===== src/hw/button_pkg.sv =====
/*
 * Pushbutton front end shared types
 * Press kind and the numbered press event carried from classifier to consumer
 */

package button_pkg;

    // Width of the running press number
    localparam int SEQ_W = 8;

    // Outcome of one press, decided at release
    typedef enum logic {
        PRESS_SHORT = 1'b0,
        PRESS_LONG  = 1'b1
    } press_kind_t;

    // One classified press
    // Kind sits in the top bit, press number below it
    typedef struct packed {
        press_kind_t      kind;
        logic [SEQ_W-1:0] seq;
    } press_event_t;

endpackage

===== src/hw/switch_press_top.sv =====
/*
 * Pushbutton front end top level
 * Debounce, press classification and credit-controlled event queue
 */

module switch_press_top #(
    parameter int DEBOUNCE_CYCLES   = 8,
    parameter int LONG_PRESS_CYCLES = 64,
    parameter int QUEUE_DEPTH       = 4,
    parameter int CREDITS           = 2
) (
    input  logic                     clk,
    input  logic                     arst_n,
    input  logic                     switch_raw_n,
    output logic                     evt_valid,
    output button_pkg::press_event_t evt,
    input  logic                     credit_return,
    output logic                     overflow
);

    logic                     pressed;
    logic                     press_valid;
    button_pkg::press_event_t press;

    // Raw line to clean level
    switch_debounce #(
        .DEBOUNCE_CYCLES (DEBOUNCE_CYCLES)
    ) debounce_i (
        .clk          (clk),
        .arst_n       (arst_n),
        .switch_raw_n (switch_raw_n),
        .pressed      (pressed)
    );

    // Clean level to numbered events
    press_classify #(
        .LONG_PRESS_CYCLES (LONG_PRESS_CYCLES)
    ) classify_i (
        .clk         (clk),
        .arst_n      (arst_n),
        .pressed     (pressed),
        .press_valid (press_valid),
        .press       (press)
    );

    // Events to the consumer
    press_event_queue #(
        .QUEUE_DEPTH (QUEUE_DEPTH),
        .CREDITS     (CREDITS)
    ) queue_i (
        .clk           (clk),
        .arst_n        (arst_n),
        .press_valid   (press_valid),
        .press         (press),
        .evt_valid     (evt_valid),
        .evt           (evt),
        .credit_return (credit_return),
        .overflow      (overflow)
    );

endmodule


===== src/hw/press_event_queue.sv =====
/*
 * Press event queue
 * Circular FIFO of press events, sent to the consumer under credit flow control
 */

module press_event_queue #(
    parameter int QUEUE_DEPTH = 4,
    parameter int CREDITS     = 2
) (
    input  logic                     clk,
    input  logic                     arst_n,
    input  logic                     press_valid,
    input  button_pkg::press_event_t press,
    output logic                     evt_valid,
    output button_pkg::press_event_t evt,
    input  logic                     credit_return,
    output logic                     overflow
);

    localparam int PTR_W = (QUEUE_DEPTH > 1) ? $clog2(QUEUE_DEPTH) : 1;
    localparam int OCC_W = $clog2(QUEUE_DEPTH + 1);
    localparam int CRD_W = $clog2(CREDITS + 1);

    button_pkg::press_event_t mem [QUEUE_DEPTH];

    logic [PTR_W-1:0] wr_ptr;
    logic [PTR_W-1:0] rd_ptr;
    logic [OCC_W-1:0] occupancy;
    logic [CRD_W-1:0] credit_cnt;
    logic             full;
    logic             wr_en;
    logic             send;

    assign full  = (occupancy == OCC_W'(QUEUE_DEPTH));
    assign wr_en = press_valid & ~full;

    // Head goes out whenever data and a consumer slot are both there
    assign send      = (occupancy != '0) && (credit_cnt != '0);
    assign evt_valid = send;
    assign evt       = mem[rd_ptr];

    // Storage
    always_ff @(posedge clk)
    begin
        if (wr_en)
        begin
            mem[wr_ptr] <= press;
        end
    end

    // Pointers wrap at the depth, which need not be a power of two
    always_ff @(posedge clk or negedge arst_n)
    begin
        if (!arst_n)
        begin
            wr_ptr <= '0;
            rd_ptr <= '0;
        end
        else
        begin
            if (wr_en)
            begin
                wr_ptr <= (wr_ptr == PTR_W'(QUEUE_DEPTH - 1)) ? '0 : wr_ptr + PTR_W'(1);
            end
            if (send)
            begin
                rd_ptr <= (rd_ptr == PTR_W'(QUEUE_DEPTH - 1)) ? '0 : rd_ptr + PTR_W'(1);
            end
        end
    end

    // Occupancy, push and pop together cancel
    always_ff @(posedge clk or negedge arst_n)
    begin
        if (!arst_n)
        begin
            occupancy <= '0;
        end
        else if (wr_en && !send)
        begin
            occupancy <= occupancy + OCC_W'(1);
        end
        else if (send && !wr_en)
        begin
            occupancy <= occupancy - OCC_W'(1);
        end
    end

    // Credits toward the consumer
    // Starts full, a return beyond CREDITS is ignored
    always_ff @(posedge clk or negedge arst_n)
    begin
        if (!arst_n)
        begin
            credit_cnt <= CRD_W'(CREDITS);
        end
        else if (send && !credit_return)
        begin
            credit_cnt <= credit_cnt - CRD_W'(1);
        end
        else if (credit_return && !send && (credit_cnt != CRD_W'(CREDITS)))
        begin
            credit_cnt <= credit_cnt + CRD_W'(1);
        end
    end

    // Sticky drop flag, only reset clears it
    always_ff @(posedge clk or negedge arst_n)
    begin
        if (!arst_n)
        begin
            overflow <= 1'b0;
        end
        else if (press_valid && full)
        begin
            overflow <= 1'b1;
        end
    end

endmodule


===== src/hw/press_classify.sv =====
/*
 * Press classifier
 * Times each debounced hold and emits one numbered short or long event per release
 */

module press_classify #(
    parameter int LONG_PRESS_CYCLES = 64
) (
    input  logic                    clk,
    input  logic                    arst_n,
    input  logic                    pressed,
    output logic                    press_valid,
    output button_pkg::press_event_t press
);

    // Hold counter saturates at the long threshold
    localparam int HOLD_W = $clog2(LONG_PRESS_CYCLES + 1);

    logic                         pressed_q;
    logic [HOLD_W-1:0]            hold_cnt;
    logic                         hold_full;
    logic                         release_seen;
    logic [button_pkg::SEQ_W-1:0] seq_cnt;

    assign hold_full = (hold_cnt == HOLD_W'(LONG_PRESS_CYCLES));

    // Falling edge of the debounced level
    assign release_seen = pressed_q & ~pressed;

    // Previous level for edge detection
    always_ff @(posedge clk or negedge arst_n)
    begin
        if (!arst_n)
        begin
            pressed_q <= 1'b0;
        end
        else
        begin
            pressed_q <= pressed;
        end
    end

    // Count held cycles, stop at the threshold
    // Cleared while released, so each press starts from zero
    always_ff @(posedge clk or negedge arst_n)
    begin
        if (!arst_n)
        begin
            hold_cnt <= '0;
        end
        else if (!pressed)
        begin
            hold_cnt <= '0;
        end
        else if (!hold_full)
        begin
            hold_cnt <= hold_cnt + HOLD_W'(1);
        end
    end

    // Event strobe and press number
    // Number advances on every release, wraps at 256
    always_ff @(posedge clk or negedge arst_n)
    begin
        if (!arst_n)
        begin
            press_valid <= 1'b0;
            seq_cnt     <= '0;
        end
        else
        begin
            press_valid <= release_seen;
            if (release_seen)
            begin
                seq_cnt <= seq_cnt + 1'b1;
            end
        end
    end

    // Event payload, only meaningful with press_valid
    always_ff @(posedge clk)
    begin
        if (release_seen)
        begin
            press.kind <= hold_full ? button_pkg::PRESS_LONG : button_pkg::PRESS_SHORT;
            press.seq  <= seq_cnt;
        end
    end

endmodule


===== src/hw/switch_debounce.sv =====
/*
 * Switch debounce
 * Synchronizes the raw active-low switch and accepts a level only after it is stable
 */

module switch_debounce #(
    parameter int DEBOUNCE_CYCLES = 8
) (
    input  logic clk,
    input  logic arst_n,
    input  logic switch_raw_n,
    output logic pressed
);

    // Counter has to hold DEBOUNCE_CYCLES itself
    localparam int CNT_W = $clog2(DEBOUNCE_CYCLES + 1);

    logic             sync_meta;
    logic             sync_n;
    logic             raw_level;
    logic [CNT_W-1:0] stable_cnt;
    logic             differs;
    logic             settled;

    // Two-flop synchronizer
    // Both flops come up released, the line idles high
    always_ff @(posedge clk or negedge arst_n)
    begin
        if (!arst_n)
        begin
            sync_meta <= 1'b1;
            sync_n    <= 1'b1;
        end
        else
        begin
            sync_meta <= switch_raw_n;
            sync_n    <= sync_meta;
        end
    end

    // High while the switch is held
    assign raw_level = ~sync_n;

    // Candidate level disagrees with the accepted one
    assign differs = (raw_level != pressed);

    // Enough stable cycles seen
    assign settled = (stable_cnt == CNT_W'(DEBOUNCE_CYCLES));

    // Stability counter
    // Any return to agreement throws the count away, so a bounce restarts it
    always_ff @(posedge clk or negedge arst_n)
    begin
        if (!arst_n)
        begin
            stable_cnt <= '0;
            pressed    <= 1'b0;
        end
        else if (!differs)
        begin
            stable_cnt <= '0;
        end
        else if (settled)
        begin
            // Accept new level, start fresh for the next change
            pressed    <= raw_level;
            stable_cnt <= '0;
        end
        else
        begin
            stable_cnt <= stable_cnt + CNT_W'(1);
        end
    end

endmodule


===== config.mk =====
export PLATFORM = sky130hd
export DESIGN_NAME = switch_press_top
export DESIGN_NICKNAME = d
export VERILOG_FILES = /design/src/hw/button_pkg.sv /design/src/hw/switch_press_top.sv /design/src/hw/press_event_queue.sv /design/src/hw/press_classify.sv /design/src/hw/switch_debounce.sv
export SDC_FILE = /design/constraint.sdc
export NUM_CORES = 1
export LEC_CHECK = 0
export ABC_AREA = 1
export BUFFER_PORTS_ARGS = -buffer_cell sky130_fd_sc_hd__buf_4
export CELL_PAD_IN_SITES_DETAIL_PLACEMENT = 0
export CELL_PAD_IN_SITES_GLOBAL_PLACEMENT = 1
export CORE_MARGIN = 2
export CORE_UTILIZATION = 44
export DETAILED_ROUTE_END_ITERATION = 12
export PLACE_DENSITY = 0.73
export SETUP_SLACK_MARGIN = 0.2
export SYNTH_ARGS = -nofsm -noshare
export SYNTH_HDL_FRONTEND = slang
export SYNTH_HIERARCHICAL = 1
export SYNTH_SLANG_ARGS = --single-unit

===== constraint.sdc =====
create_clock -name clk -period 5.5 [get_ports clk]
set_input_delay 0 -clock clk [delete_from_list [all_inputs] [get_ports clk]]
set_output_delay 0 -clock clk [all_outputs]
set_load 0.02 [all_outputs]

==> out/results.txt <==
Slew Limit Headroom -> 36.6%
wire length per cell -> 12.5 µm
GR Util All Layers -> 14.0%
worst r2r src -> queue_i/occupancy[0]
Mapped Cells -> 289
cts repair resizes -> 0
Area contributors post-synth -> edfxtp_1 (40%), dfrtp_1 (23%), nand2_1 (4.5%)
Clk Latency, worst-skew pair -> 0.35 ns
IO Port Bufs -> 14
Antenna Diode Count -> 0
Critical Path Source -> queue_i/occupancy[0]
H-tree depth -> 3
Synth area leader -> edfxtp_1
Worst EP arrival -> 2.19 ns
maximum root-to-sink buffer count -> 2
synth cell count leaders -> edfxtp_1 (45), nand2_1 (41), nor2_1 (36)
Max Slew Vio Count -> 0
die footprint -> 0.00845 mm²
cell with the most instances after synthesis -> edfxtp_1
via count -> 1954
Pre-Repair DR Iteration Count -> 4
synthesized cell area -> 0.00340 mm²
synthesized flop and latch total -> 79
Final Net Count -> 329
setup slack after layout -> 3.54 ns
Sink Count -> 79
Area growth syn-to-layout -> 14.8%
P per Cell Area -> 475 mW/mm²
clk_skew -> 0.00535 ns
leakage -> 1.59 nW
Root Driver -> clkbuf_8
Remaining Overflow, GRT -> 0
initial core utilization -> 44.7%
Reg clk slew, reported paths -> 0.08 ns
via-per-instance ratio -> 4.65
Post-Place Setup Slack -> 3.53 ns
GP Congestion -> 0.691
Final period util -> 35.7%
FF+latch area -> 0.00221 mm²
share of the synthesized area in the top cell type -> 39.7%
min cycle time layout -> 1.96 ns
first-pass GRT wire length -> 8.95 mm
Synth async-reset ratio -> 43.0%
Netlist cell types -> 36
post-synthesis sequential area ratio -> 64.9%
drt first-iter violations -> 82
total of max-cap violations -> 0
# rows -> 32
Synthesis Warnings -> 6
Post-Route WL -> 5.24 mm
core area -> 0.00761 mm²
DRT antenna net count -> 0
syn nets -> 305
largest net degree at the start of global routing -> 35
Hold Fails Final Rpt -> 0
Max VDD drop -> 235 µV
number of synthesized flops with an enable pin -> 45
Top FF cell, synth -> edfxtp_1
Mean Syn Cell Area -> 11.8 µm²
post-DP HPWL -> 3.42 mm
vias in the first global route -> 1897
Worst Path Max Fanout -> 4
Worst Path Required -> 5.73 ns
Setup Viol. Count Final -> 0
area of the multi-input gates -> 0.00103 mm²
DR DRC count -> 0
Startpoint Class -> flop
I/O Pins -> 15
Setup CP Type -> flop to flop
fmax -> 509 MHz
die height -> 91.9 µm
Die Wd -> 91.9 µm
layout cells sized above 1 -> 18.2%
setup TNS -> 0 ns
Worst-Margin Slew -> 0.948 ns
RSZ-0062 raised after global routing -> false
total CTS buffers -> 9
Fill cells -> 669
CP Capture Type -> flop
worst min-delay path class -> primary input to async pin
initial antenna violation count -> 0
status -> finished clean
TritonCTS clock tree -> built
critical path: stages, from the launching register on:
cell and delay [ns]:
dfrtp_1 0.44, nor2_2 0.21, nand2_2 0.12, nand2_4 0.09, ha_1 0.14, inv_1 0.06, fa_1 0.38, a21oi_1 0.14
o21ai_0 0.11, xor2_1 0.15
layout make-up:
cell class                      count  area share, %
Tap cell                          102           3.27
Clock buffer                        9           3.17
Timing Repair Buffer               17           3.46
Sequential cell                    79           56.5
Multi-Input combinational cell    174           26.4
Clock inverter                      7           3.72
Inverter                           32           3.46
power breakdown:
| group | internal (mW) | total [mW] | switching (mW) | leakage, nW |
|---|---|---|---|---|
| combinational | 0.207 | 0.503 | 0.296 | 0.614 |
| sequential | 0.708 | 0.795 | 0.0874 | 0.842 |
| clock | 0.349 | 0.557 | 0.209 | 0.130 |
| total | 1.26 | 1.86 | 0.592 | 1.59 |
cells by family (layout without fill, tap and decap cells):
| family | Yosys count | count (layout) | synth area share, % |
|---|---|---|---|
| compound gates | 46 | 46 | 7.40 |
| buf+inv | 36 | 65 | 4.82 |
| xor+xnor | 7 | 7 | 2.02 |
| flops | 79 | 79 | 64.9 |
| mux | 1 | 1 | 0.331 |
| simple gates | 108 | 108 | 15.9 |
| fa+ha+maj | 12 | 12 | 4.64 |
worst paths after layout:
path	endpoint	slack, ns	cells after the start
max in group asynchronous	queue_i/credit_cnt[1]	5.01	2
min in group clk	debounce_i/sync_meta	0.31	2
worst min register to register	debounce_i/sync_n	0.36	0
worst max-delay path	queue_i/occupancy[2]	3.54	9
worst max register to register	queue_i/occupancy[2]	3.54	9
worst min-delay path	debounce_i/stable_cnt[0]	0.14	2
registers in the layout, indices dropped and copies added, names as in the netlist:
signal	cells
queue_i/credit_cnt	2
debounce_i/pressed	1
classify_i/press_valid	1
classify_i/hold_cnt	7
queue_i/occupancy	3
classify_i/press	9
queue_i/overflow	1
classify_i/pressed_q	1
queue_i/wr_ptr	2
queue_i/mem	36
queue_i/rd_ptr	2
debounce_i/stable_cnt	4
debounce_i/sync_meta	1
classify_i/seq_cnt	8
debounce_i/sync_n	1
per-stage QoR:
step           instance area, µm²  total power [mW]  std cells  utilization, %  hold WS (ns)
6_report                     3900              1.86        420            51.3         0.141
4_1_cts                      3900              1.88        420            51.3         0.145
2_1_floorplan                3400              1.16        289               -        -0.296
3_3_place_gp                 3600              1.31        401            47.4       -0.0103
3_5_place_dp                 3600              1.32        401            47.4       -0.0137
5_1_grt                      3900              1.97        420            51.3         0.182
placed cells by master, fill, tap and decap left out:
| cell type | instances |
|---|---|
| nand3b_4 | 1 |
| nand2_4 | 3 |
| a31o_2 | 1 |
| o21ai_1 | 6 |
| bufinv_16 | 4 |
| buf_4 | 14 |
| o21ai_0 | 22 |
| nand2_1 | 41 |
| nand2_8 | 1 |
| clkinv_4 | 2 |
| ha_1 | 11 |
| a21oi_1 | 6 |
| xnor2_1 | 2 |
| xor2_2 | 1 |
| nor3_4 | 1 |
| clkinvlp_4 | 1 |
| nand4_1 | 4 |
| o22ai_1 | 9 |
| mux2_2 | 1 |
| nand3b_1 | 1 |
| nor3_2 | 1 |
| nand3_1 | 9 |
| dfstp_2 | 3 |
| xor2_1 | 4 |
| a41oi_1 | 1 |
| nor2_4 | 2 |
| dlygate4sd3_1 | 3 |
| clkbuf_8 | 9 |
| or2_4 | 1 |
| edfxtp_1 | 45 |
| inv_2 | 3 |
| dfrtp_1 | 31 |
| inv_8 | 2 |
| fa_1 | 1 |
| inv_1 | 27 |
| nor2_2 | 3 |
| nand2_2 | 4 |
| a21boi_1 | 1 |
| nor2_1 | 36 |
metal layers:
metal  track usage, %  vias up  routed length [µm]
li1                 -     1022                   -
met5                0        -                   0
met2             23.1       18                2560
met1             17.0      906                2420
met4             7.84        0                 119
met3             3.20        8                 140
repair_timing:
| action | 4_1_cts | 5_1_grt |
|---|---|---|
| hold buffers | 3 | 0 |
| setup endpoints to repair | 0 | 0 |
| hold endpoints to repair | 37 | 0 |
| setup buffers | 0 | 0 |
Note: power is estimated with default switching activity, not from simulation.
